### config.mk
export PLATFORM = sky130hd
export DESIGN_NAME = dispatch_top
export DESIGN_NICKNAME = d
export VERILOG_FILES = /design/src/logic/rv_isa_pkg.sv /design/src/logic/core_types_pkg.sv /design/src/logic/dispatch_top.sv /design/src/logic/dispatch.sv /design/src/logic/decode.sv /design/src/logic/instr_fifo.sv
export SDC_FILE = /design/constraint.sdc
export NUM_CORES = 1
export LEC_CHECK = 0
export BUFFER_PORTS_ARGS = -buffer_cell sky130_fd_sc_hd__buf_4
export CAP_MARGIN = 20
export CORE_ASPECT_RATIO = 0.6
export CORE_UTILIZATION = 43
export CTS_CLUSTER_DIAMETER = 80
export CTS_CLUSTER_SIZE = 30
export DETAILED_ROUTE_END_ITERATION = 10
export HOLD_SLACK_MARGIN = 0.08
export PLACE_DENSITY = 0.62
export REMOVE_ABC_BUFFERS = 1
export SLEW_MARGIN = 10
export SYNTH_ARGS = -nofsm -noshare
export SYNTH_HDL_FRONTEND = slang
export SYNTH_HIERARCHICAL = 1
export SYNTH_SLANG_ARGS = --single-unit
### constraint.sdc
create_clock -name clk -period 31.1 [get_ports clk]
set_input_delay 1.555 -clock clk [delete_from_list [all_inputs] [get_ports clk]]
set_output_delay 1.555 -clock clk [all_outputs]
set_load 0.005 [all_outputs]
### src/logic/rv_isa_pkg.sv
`default_nettype none

package rv_isa_pkg;

    localparam int instr_width   = 32;
    localparam int opcode_width  = 7;
    localparam int funct3_width  = 3;
    localparam int reg_idx_width = 5;

    typedef logic [instr_width-1:0]   instr_t;
    typedef logic [opcode_width-1:0]  opcode_t;
    typedef logic [funct3_width-1:0]  funct3_t;
    typedef logic [reg_idx_width-1:0] reg_idx_t;

    // base opcode map, bits [6:0]
    localparam opcode_t op_opcode     = 7'b0110011;
    localparam opcode_t op_imm_opcode = 7'b0010011;
    localparam opcode_t load_opcode   = 7'b0000011;
    localparam opcode_t store_opcode  = 7'b0100011;
    localparam opcode_t branch_opcode = 7'b1100011;
    localparam opcode_t lui_opcode    = 7'b0110111;
    localparam opcode_t auipc_opcode  = 7'b0010111;
    localparam opcode_t jal_opcode    = 7'b1101111;
    localparam opcode_t jalr_opcode   = 7'b1100111;

    localparam funct3_t add_sub_funct3 = 3'b000; // add, addi, sub
    localparam funct3_t srl_sra_funct3 = 3'b101; // srl(i), sra(i)

    // sign-extended immediates, one per encoding format
    function automatic logic [31:0] i_imm(input instr_t instr);
        return {{20{instr[31]}}, instr[31:20]};
    endfunction

    function automatic logic [31:0] s_imm(input instr_t instr);
        return {{20{instr[31]}}, instr[31:25], instr[11:7]};
    endfunction

    function automatic logic [31:0] b_imm(input instr_t instr);
        return {{19{instr[31]}}, instr[31], instr[7], instr[30:25], instr[11:8], 1'b0};
    endfunction

    function automatic logic [31:0] u_imm(input instr_t instr);
        return {instr[31:12], 12'b0};
    endfunction

    function automatic logic [31:0] j_imm(input instr_t instr);
        return {{11{instr[31]}}, instr[31], instr[19:12], instr[20], instr[30:21], 1'b0};
    endfunction

endpackage

`default_nettype wire
### src/logic/core_types_pkg.sv
`default_nettype none

package core_types_pkg;

    localparam int xlen = 32;

    typedef logic [xlen-1:0] addr_t;
    typedef logic [xlen-1:0] imm_t;

    // instr, pc, is_cond_br, br_dir_pred, br_target_pred
    localparam int ififo_entry_width = rv_isa_pkg::instr_width + xlen + 1 + 1 + xlen;

    typedef logic [ififo_entry_width-1:0] ififo_entry_t;

endpackage

`default_nettype wire

### src/logic/dispatch_top.sv
`default_nettype none

module dispatch_top #(
    parameter int ififo_depth = 4
) (
    input  logic                         clk,
    input  logic                         rst,
    input  logic                         fetch_push,
    input  core_types_pkg::ififo_entry_t fetch_entry,
    output logic                         ififo_full,
    input  logic                         int_stall,
    input  logic                         ls_stall,
    output logic                         int_issue,
    output logic                         ls_issue,
    output core_types_pkg::addr_t        issue_pc,
    output core_types_pkg::imm_t         issue_imm,
    output rv_isa_pkg::funct3_t          issue_funct3,
    output rv_isa_pkg::reg_idx_t         issue_rs1,
    output rv_isa_pkg::reg_idx_t         issue_rs2,
    output rv_isa_pkg::reg_idx_t         issue_rd,
    output logic                         src1_valid,
    output logic                         src2_valid,
    output logic                         dst_valid,
    output logic                         is_r_type,
    output logic                         is_i_type,
    output logic                         is_s_type,
    output logic                         is_b_type,
    output logic                         is_u_type,
    output logic                         is_j_type,
    output logic                         is_sub,
    output logic                         is_sra_srai,
    output logic                         is_lui,
    output logic                         is_jalr,
    output logic                         is_cond_br,
    output logic                         br_dir_pred,
    output core_types_pkg::addr_t        br_target_pred
);
    import rv_isa_pkg::*;
    import core_types_pkg::*;

    ififo_entry_t ififo_head;
    logic         ififo_empty;
    logic         ififo_pop;

    // decoded head, combinational
    logic     dec_src1_valid;
    logic     dec_src2_valid;
    logic     dec_dst_valid;
    imm_t     dec_imm;
    addr_t    dec_pc;
    funct3_t  dec_funct3;
    reg_idx_t dec_rs1;
    reg_idx_t dec_rs2;
    reg_idx_t dec_rd;
    logic     dec_is_r_type;
    logic     dec_is_i_type;
    logic     dec_is_s_type;
    logic     dec_is_b_type;
    logic     dec_is_u_type;
    logic     dec_is_j_type;
    logic     dec_is_sub;
    logic     dec_is_sra_srai;
    logic     dec_is_lui;
    logic     dec_is_jalr;
    logic     dec_is_int_instr;
    logic     dec_is_ls_instr;
    logic     dec_is_cond_br;
    logic     dec_br_dir_pred;
    addr_t    dec_br_target_pred;

    instr_fifo #(
        .ififo_depth (ififo_depth)
    ) u_instr_fifo (
        .clk        (clk),
        .rst        (rst),
        .push       (fetch_push),
        .push_entry (fetch_entry),
        .pop        (ififo_pop),
        .head       (ififo_head),
        .empty      (ififo_empty),
        .full       (ififo_full)
    );

    decode u_decode (
        .ififo_dispatch_data (ififo_head),
        .src1_valid          (dec_src1_valid),
        .src2_valid          (dec_src2_valid),
        .dst_valid           (dec_dst_valid),
        .imm                 (dec_imm),
        .pc                  (dec_pc),
        .funct3              (dec_funct3),
        .rs1                 (dec_rs1),
        .rs2                 (dec_rs2),
        .rd                  (dec_rd),
        .is_r_type           (dec_is_r_type),
        .is_i_type           (dec_is_i_type),
        .is_s_type           (dec_is_s_type),
        .is_b_type           (dec_is_b_type),
        .is_u_type           (dec_is_u_type),
        .is_j_type           (dec_is_j_type),
        .is_sub              (dec_is_sub),
        .is_sra_srai         (dec_is_sra_srai),
        .is_lui              (dec_is_lui),
        .is_jalr             (dec_is_jalr),
        .is_int_instr        (dec_is_int_instr),
        .is_ls_instr         (dec_is_ls_instr),
        .is_cond_br          (dec_is_cond_br),
        .br_dir_pred         (dec_br_dir_pred),
        .br_target_pred      (dec_br_target_pred)
    );

    dispatch u_dispatch (
        .clk                (clk),
        .rst                (rst),
        .ififo_empty        (ififo_empty),
        .ififo_pop          (ififo_pop),
        .int_stall          (int_stall),
        .ls_stall           (ls_stall),
        .dec_src1_valid     (dec_src1_valid),
        .dec_src2_valid     (dec_src2_valid),
        .dec_dst_valid      (dec_dst_valid),
        .dec_imm            (dec_imm),
        .dec_pc             (dec_pc),
        .dec_funct3         (dec_funct3),
        .dec_rs1            (dec_rs1),
        .dec_rs2            (dec_rs2),
        .dec_rd             (dec_rd),
        .dec_is_r_type      (dec_is_r_type),
        .dec_is_i_type      (dec_is_i_type),
        .dec_is_s_type      (dec_is_s_type),
        .dec_is_b_type      (dec_is_b_type),
        .dec_is_u_type      (dec_is_u_type),
        .dec_is_j_type      (dec_is_j_type),
        .dec_is_sub         (dec_is_sub),
        .dec_is_sra_srai    (dec_is_sra_srai),
        .dec_is_lui         (dec_is_lui),
        .dec_is_jalr        (dec_is_jalr),
        .dec_is_int_instr   (dec_is_int_instr),
        .dec_is_ls_instr    (dec_is_ls_instr),
        .dec_is_cond_br     (dec_is_cond_br),
        .dec_br_dir_pred    (dec_br_dir_pred),
        .dec_br_target_pred (dec_br_target_pred),
        .int_issue          (int_issue),
        .ls_issue           (ls_issue),
        .issue_pc           (issue_pc),
        .issue_imm          (issue_imm),
        .issue_funct3       (issue_funct3),
        .issue_rs1          (issue_rs1),
        .issue_rs2          (issue_rs2),
        .issue_rd           (issue_rd),
        .src1_valid         (src1_valid),
        .src2_valid         (src2_valid),
        .dst_valid          (dst_valid),
        .is_r_type          (is_r_type),
        .is_i_type          (is_i_type),
        .is_s_type          (is_s_type),
        .is_b_type          (is_b_type),
        .is_u_type          (is_u_type),
        .is_j_type          (is_j_type),
        .is_sub             (is_sub),
        .is_sra_srai        (is_sra_srai),
        .is_lui             (is_lui),
        .is_jalr            (is_jalr),
        .is_cond_br         (is_cond_br),
        .br_dir_pred        (br_dir_pred),
        .br_target_pred     (br_target_pred)
    );

endmodule

`default_nettype wire

### src/logic/dispatch.sv
`default_nettype none

module dispatch (
    input  logic                  clk,
    input  logic                  rst,
    input  logic                  ififo_empty,
    output logic                  ififo_pop,
    input  logic                  int_stall,
    input  logic                  ls_stall,
    input  logic                  dec_src1_valid,
    input  logic                  dec_src2_valid,
    input  logic                  dec_dst_valid,
    input  core_types_pkg::imm_t  dec_imm,
    input  core_types_pkg::addr_t dec_pc,
    input  rv_isa_pkg::funct3_t   dec_funct3,
    input  rv_isa_pkg::reg_idx_t  dec_rs1,
    input  rv_isa_pkg::reg_idx_t  dec_rs2,
    input  rv_isa_pkg::reg_idx_t  dec_rd,
    input  logic                  dec_is_r_type,
    input  logic                  dec_is_i_type,
    input  logic                  dec_is_s_type,
    input  logic                  dec_is_b_type,
    input  logic                  dec_is_u_type,
    input  logic                  dec_is_j_type,
    input  logic                  dec_is_sub,
    input  logic                  dec_is_sra_srai,
    input  logic                  dec_is_lui,
    input  logic                  dec_is_jalr,
    input  logic                  dec_is_int_instr,
    input  logic                  dec_is_ls_instr,
    input  logic                  dec_is_cond_br,
    input  logic                  dec_br_dir_pred,
    input  core_types_pkg::addr_t dec_br_target_pred,
    output logic                  int_issue,
    output logic                  ls_issue,
    output core_types_pkg::addr_t issue_pc,
    output core_types_pkg::imm_t  issue_imm,
    output rv_isa_pkg::funct3_t   issue_funct3,
    output rv_isa_pkg::reg_idx_t  issue_rs1,
    output rv_isa_pkg::reg_idx_t  issue_rs2,
    output rv_isa_pkg::reg_idx_t  issue_rd,
    output logic                  src1_valid,
    output logic                  src2_valid,
    output logic                  dst_valid,
    output logic                  is_r_type,
    output logic                  is_i_type,
    output logic                  is_s_type,
    output logic                  is_b_type,
    output logic                  is_u_type,
    output logic                  is_j_type,
    output logic                  is_sub,
    output logic                  is_sra_srai,
    output logic                  is_lui,
    output logic                  is_jalr,
    output logic                  is_cond_br,
    output logic                  br_dir_pred,
    output core_types_pkg::addr_t br_target_pred
);

    // the head may only leave when its own issue side can take it
    assign ififo_pop = !ififo_empty
                    && ((dec_is_ls_instr && !ls_stall) || (dec_is_int_instr && !int_stall));

    always_ff @(posedge clk) begin
        if (rst) begin
            int_issue <= 1'b0;
            ls_issue  <= 1'b0;
        end else begin
            int_issue <= ififo_pop && dec_is_int_instr; // single-cycle pulse
            ls_issue  <= ififo_pop && dec_is_ls_instr;
        end
    end

    // packet is only meaningful while an issue pulse is high
    always_ff @(posedge clk) begin
        if (ififo_pop) begin
            issue_pc       <= dec_pc;
            issue_imm      <= dec_imm;
            issue_funct3   <= dec_funct3;
            issue_rs1      <= dec_rs1;
            issue_rs2      <= dec_rs2;
            issue_rd       <= dec_rd;
            src1_valid     <= dec_src1_valid;
            src2_valid     <= dec_src2_valid;
            dst_valid      <= dec_dst_valid;
            is_r_type      <= dec_is_r_type;
            is_i_type      <= dec_is_i_type;
            is_s_type      <= dec_is_s_type;
            is_b_type      <= dec_is_b_type;
            is_u_type      <= dec_is_u_type;
            is_j_type      <= dec_is_j_type;
            is_sub         <= dec_is_sub;
            is_sra_srai    <= dec_is_sra_srai;
            is_lui         <= dec_is_lui;
            is_jalr        <= dec_is_jalr;
            is_cond_br     <= dec_is_cond_br;
            br_dir_pred    <= dec_br_dir_pred;
            br_target_pred <= dec_br_target_pred;
        end
    end

endmodule

`default_nettype wire

### src/logic/decode.sv
`default_nettype none

module decode (
    input  core_types_pkg::ififo_entry_t ififo_dispatch_data,
    output logic                         src1_valid, // register operand exists
    output logic                         src2_valid,
    output logic                         dst_valid,
    output core_types_pkg::imm_t         imm,
    output core_types_pkg::addr_t        pc,
    output rv_isa_pkg::funct3_t          funct3,
    output rv_isa_pkg::reg_idx_t         rs1,
    output rv_isa_pkg::reg_idx_t         rs2,
    output rv_isa_pkg::reg_idx_t         rd,
    output logic                         is_r_type,
    output logic                         is_i_type,
    output logic                         is_s_type,
    output logic                         is_b_type,
    output logic                         is_u_type, // lui, auipc
    output logic                         is_j_type, // jal
    output logic                         is_sub,
    output logic                         is_sra_srai,
    output logic                         is_lui,
    output logic                         is_jalr,
    output logic                         is_int_instr,
    output logic                         is_ls_instr,
    output logic                         is_cond_br,
    output logic                         br_dir_pred,
    output core_types_pkg::addr_t        br_target_pred
);
    import rv_isa_pkg::*;
    import core_types_pkg::*;

    instr_t  instr;
    opcode_t opcode;
    logic    funct7_b5; // selects sub and arithmetic right shift

    imm_t imm_i;
    imm_t imm_s;
    imm_t imm_b;
    imm_t imm_u;
    imm_t imm_j;

    assign {instr, pc, is_cond_br, br_dir_pred, br_target_pred} = ififo_dispatch_data;

    assign opcode    = instr[6:0];
    assign rd        = instr[11:7];
    assign funct3    = instr[14:12];
    assign rs1       = instr[19:15];
    assign rs2       = instr[24:20];
    assign funct7_b5 = instr[30];

    assign imm_i = i_imm(instr);
    assign imm_s = s_imm(instr);
    assign imm_b = b_imm(instr);
    assign imm_u = u_imm(instr);
    assign imm_j = j_imm(instr);

    // exactly one format flag per known opcode, none for the rest
    assign is_r_type = (opcode == op_opcode);
    assign is_i_type = (opcode == op_imm_opcode) || (opcode == load_opcode)
                    || (opcode == jalr_opcode);
    assign is_s_type = (opcode == store_opcode);
    assign is_b_type = (opcode == branch_opcode);
    assign is_u_type = (opcode == lui_opcode) || (opcode == auipc_opcode);
    assign is_j_type = (opcode == jal_opcode);

    assign src1_valid = is_r_type || is_i_type || is_s_type || is_b_type;
    assign src2_valid = is_r_type || is_s_type || is_b_type;
    assign dst_valid  = is_r_type || is_i_type || is_u_type || is_j_type;

    assign imm = is_i_type ? imm_i :
                 is_s_type ? imm_s :
                 is_b_type ? imm_b :
                 is_u_type ? imm_u :
                 is_j_type ? imm_j :
                             '0;    // r-type and unknown opcodes

    assign is_sub      = is_r_type && (funct3 == add_sub_funct3) && funct7_b5;
    assign is_sra_srai = ((opcode == op_opcode) || (opcode == op_imm_opcode))
                      && (funct3 == srl_sra_funct3) && funct7_b5;
    assign is_lui      = (opcode == lui_opcode);
    assign is_jalr     = (opcode == jalr_opcode);

    assign is_ls_instr  = (opcode == load_opcode) || (opcode == store_opcode);
    assign is_int_instr = !is_ls_instr; // unknown opcodes go to the int side

endmodule

`default_nettype wire

### src/logic/instr_fifo.sv
`default_nettype none

module instr_fifo #(
    parameter int ififo_depth = 4 // power of two
) (
    input  logic                         clk,
    input  logic                         rst,
    input  logic                         push,
    input  core_types_pkg::ififo_entry_t push_entry,
    input  logic                         pop,
    output core_types_pkg::ififo_entry_t head,
    output logic                         empty,
    output logic                         full
);
    import core_types_pkg::*;

    localparam int ptr_width = $clog2(ififo_depth);
    localparam logic [ptr_width:0] count_full = (ptr_width + 1)'(ififo_depth);

    ififo_entry_t mem [ififo_depth];

    logic [ptr_width-1:0] wr_ptr;
    logic [ptr_width-1:0] rd_ptr;
    logic [ptr_width:0]   count; // one extra bit so full and empty differ

    logic do_push;
    logic do_pop;

    assign do_push = push && !full; // push into a full fifo is dropped
    assign do_pop  = pop && !empty;

    assign empty = (count == '0);
    assign full  = (count == count_full);
    assign head  = mem[rd_ptr];

    always_ff @(posedge clk) begin
        if (do_push) begin
            mem[wr_ptr] <= push_entry;
        end
    end

    always_ff @(posedge clk) begin
        if (rst) begin
            wr_ptr <= '0;
            rd_ptr <= '0;
            count  <= '0;
        end else begin
            if (do_push) begin
                wr_ptr <= wr_ptr + 1'b1; // wraps naturally
            end
            if (do_pop) begin
                rd_ptr <= rd_ptr + 1'b1;
            end
            case ({do_push, do_pop})
                2'b10:   count <= count + 1'b1;
                2'b01:   count <= count - 1'b1;
                default: count <= count; // both or neither
            endcase
        end
    end

endmodule

`default_nettype wire

==> PnR_summary.wiki <==
{| class="wikitable"
! Metric !! Value
|-
| Relative slew slack || 27.4%
|-
| Nets || 1139
|-
| Number of buffers inserted by post-CTS setup repair || 0
|-
| Setup repair after global routing missed its margin || no
|-
| WP data required || 31.59 ns
|-
| Antenna violations before repair || 5
|-
| Most area-hungry cell type in the Yosys netlist || sky130_fd_sc_hd__edfxtp_1
|-
| Wire length of the first global-routing pass || 57.0 mm
|-
| Maximum vdd drop || 0.0437 mV
|-
| Overall routing resource usage || 16.3%
|-
| DRC marker count from the first detailed-route iteration || 747
|-
| Clk buf depth || 3
|-
| Count of instances resized after the clock tree is built || 0
|-
| Placed Instance Area || 21600 µm²
|-
| Static Leak || 7.41 nW
|-
| Synthesized netlist cell count || 879
|-
| Die boundary width || 279 µm
|-
| Hold-fix buffer count after cts || 0
|-
| DIE HEIGHT || 168 µm
|-
| Num Clock Sinks || 532
|-
| Port bufs || 234
|-
| Netlist area before placement || 19800 µm²
|-
| Share of flip-flops with an asynchronous set or reset after synthesis || 0%
|-
| Area of the die || 46900 µm²
|-
| Final-layout setup total negative slack || 0 ns
|-
| Critical Path Sink Type || flop
|-
| Slew at the pin with the worst max-slew slack || 1.09 ns
|-
| Starting density of the core || 43.9%
|-
| Pin count of the biggest net entering global routing || 131
|-
| Number of pins exceeding their max-slew limit in the final report || 0
|-
| Crit path kind || reg -> reg
|-
| H-tree level count || 1
|-
| Aggregate global routing overflow || 0
|-
| Share of layout cells above drive strength 1 || 36.5%
|-
| Leading register cell type out of synthesis || sky130_fd_sc_hd__edfxtp_1
|-
| Top cells by area, synth || sky130_fd_sc_hd__edfxtp_1, sky130_fd_sc_hd__mux4_2, sky130_fd_sc_hd__buf_4
|-
| Detailed-route via count || 8463
|-
| Placeable Area || 45100 µm²
|-
| Hold Vio Cnt, Final || 0
|-
| Final RePlAce weighted congestion || 0.758
|-
| Number of remaining DRC errors || 0
|-
| TritonCTS clock tree || done
|-
| Clock period minus final worst setup slack || 5.36 ns
|-
| Post-route standard cell area excluding fillers || 22200 µm²
|-
| Yosys synthesis warning count || 6
|-
| Pwr Density || 69.0 nW/µm²
|-
| Run status || finished clean
|-
| Number of different library cells in the post-synthesis netlist || 48
|-
| Number of inserted filler cells in the final layout || 3662
|-
| Count of flip-flops with a built-in enable after synthesis || 521
|-
| Number of global-route vias before repair || 8657
|-
| Flop2flop setup slack || 25.74 ns
|-
| Largest fanout on the critical path || 42
|-
| Routed length per instance || 23.0 µm
|-
| Worst min-delay path class || reg -> reg
|-
| List of most frequent post-synthesis cells || sky130_fd_sc_hd__edfxtp_1, sky130_fd_sc_hd__mux4_2, sky130_fd_sc_hd__buf_4
|-
| Post-synthesis sequential area ratio || 80.1%
|-
| Area overhead of the layout relative to synthesis || 12.1%
|-
| Worst hold slack || 0.491 ns
|-
| Num ports || 235
|-
| Multi-input gate area || 3090 µm²
|-
| Latest clock arrival within the worst-skew pair || 0.56 ns
|-
| Synth top area share || 79.0%
|-
| Critical path launch point type || flop
|-
| Power after layout || 0.00153 W
|-
| Data arrival time at the worst-slack endpoint || 5.85 ns
|-
| Total Routed Length || 38.1 mm
|-
| Register area || 15900 µm²
|-
| Cts bufs inserted || 21
|-
| Mean instance size in the synthesized netlist || 22.5 µm²
|-
| Max Cap Violations || 0
|-
| Clock-pin slew on the worst setup and hold paths || 0.11 ns
|-
| Row count || 60
|-
| Count of final setup violators || 0
|-
| Placed wire-length estimate after detailed placement || 23.5 mm
|-
| Flip-flop and latch count after synthesis || 532
|-
| Post-detailed-route via-to-cell ratio || 5.10
|-
| Maximum achievable frequency || 187 MHz
|-
| Most common cell in the synthesized netlist || sky130_fd_sc_hd__edfxtp_1
|-
| TritonRoute pass-1 iters || 6
|-
| Cell at the root of the clock tree || sky130_fd_sc_hd__clkbuf_16
|-
| Remaining antenna violation count || 0
|-
| Share of the cycle needed by the critical path after routing || 17.2%
|-
| Setup Skew || 0.0167 ns
|}
-- cells by family after synthesis --
| family | share of synthesized area (%) |
|---|---|
| flip-flops | 80.1 |
| adder cells (fa/ha/maj) | 0.417 |
| AO/OA/AOI/OAI | 1.54 |
| buffers and inverters | 4.37 |
| AND/OR/NAND/NOR | 1.98 |
| multiplexers | 11.4 |
| XOR/XNOR | 0.177 |
-- cells in the final DEF (no fill, tap or decap), types with 6 or more instances in the layout --
| cell | instances |
|---|---|
| sky130_fd_sc_hd__inv_1 | 12 |
| sky130_fd_sc_hd__dfxtp_1 | 9 |
| sky130_fd_sc_hd__clkbuf_1 | 6 |
| sky130_fd_sc_hd__edfxtp_1 | 521 |
| sky130_fd_sc_hd__buf_4 | 241 |
| sky130_fd_sc_hd__mux4_2 | 98 |
| sky130_fd_sc_hd__nor2_1 | 17 |
| sky130_fd_sc_hd__clkbuf_16 | 21 |
| sky130_fd_sc_hd__a21o_1 | 20 |
| sky130_fd_sc_hd__nor2b_1 | 7 |
| sky130_fd_sc_hd__nand2b_1 | 6 |
-- area by class of cell --
cell class / count / share of cell area [%]
Clock inverter: 3 / 0.0958
Timing Repair Buffer: 242 / 8.24
Tap cell: 620 / 3.49
Multi-Input combinational cell: 221 / 13.9
Inverter: 12 / 0.203
Sequential cell: 532 / 71.5
Clock buffer: 27 / 2.47
Antenna cell: 4 / 0.0451
-- stage by stage --
step           util (%)  instances  setup WS [ns]
2_1_floorplan         -        765          16.89
3_3_place_gp       47.9       1627          25.66
3_5_place_dp       47.9       1627          25.59
4_1_cts            49.2       1657          25.54
5_1_grt            49.2       1657          25.24
6_report           49.2       1661          25.74
-- state kept, by name (all words and copies together) (netlist names), 2 cells and up, named ones only --
register / count
u_dispatch/br_target_pred: 32
u_dispatch/issue_funct3: 3
u_dispatch/issue_imm: 32
u_dispatch/issue_pc: 32
u_dispatch/issue_rd: 5
u_dispatch/issue_rs1: 5
u_dispatch/issue_rs2: 5
u_instr_fifo/count: 3
u_instr_fifo/mem: 392
u_instr_fifo/rd_ptr: 2
u_instr_fifo/wr_ptr: 2
-- final timing paths --
| path | depth (start not counted) | end | startpoint |
|---|---|---|---|
| worst max register to register | 15 | u_instr_fifo/count[2]$_SDFFE_PP0P_ | flop |
| worst max-delay path | 15 | u_instr_fifo/count[2]$_SDFFE_PP0P_ | flop |
| worst min-delay path | 2 | flop | u_instr_fifo/rd_ptr[1]$_SDFFE_PP0P_ |
| worst min register to register | 2 | flop | u_instr_fifo/rd_ptr[1]$_SDFFE_PP0P_ |
-- layer usage --
layer / up-vias / share of wire, % / routed length, µm / GRT usage, %
li1: 3754 / - / - / -
met1: 4477 / 46 / 17500 / 24.2
met2: 192 / 47 / 18000 / 25.2
met3: 36 / 5.4 / 2050 / 3.66
met4: 4 / 1.4 / 549 / 2.68
met5: - / 0.071 / 27 / 0
-- report_power, final --
group          internal [W]  total [W]  switching [W]  leakage, nW
Combinational      0.000131   0.000272       0.000141         2.24
Clock              0.000127   0.000326       0.000199        0.274
Sequential         0.000898   0.000932      0.0000340         4.90
Total               0.00116    0.00153       0.000374         7.41
-- critical path: stages, from the launching register on --
cell and delay [ns]:
sky130_fd_sc_hd__dfxtp_4 0.69, sky130_fd_sc_hd__buf_4 0.65, sky130_fd_sc_hd__buf_4 0.78, sky130_fd_sc_hd__mux4_2 0.75
sky130_fd_sc_hd__or3_4 0.44, sky130_fd_sc_hd__nor2_1 0.28, sky130_fd_sc_hd__nand2b_4 0.10, sky130_fd_sc_hd__a21oi_4 0.18
sky130_fd_sc_hd__o31ai_1 0.13, sky130_fd_sc_hd__inv_1 0.07, sky130_fd_sc_hd__ha_1 0.17, sky130_fd_sc_hd__inv_1 0.06
sky130_fd_sc_hd__fa_1 0.37, sky130_fd_sc_hd__xor2_1 0.15, sky130_fd_sc_hd__or3_1 0.30, sky130_fd_sc_hd__a21oi_1 0.14
Note: power is estimated with default switching activity, not from simulation.
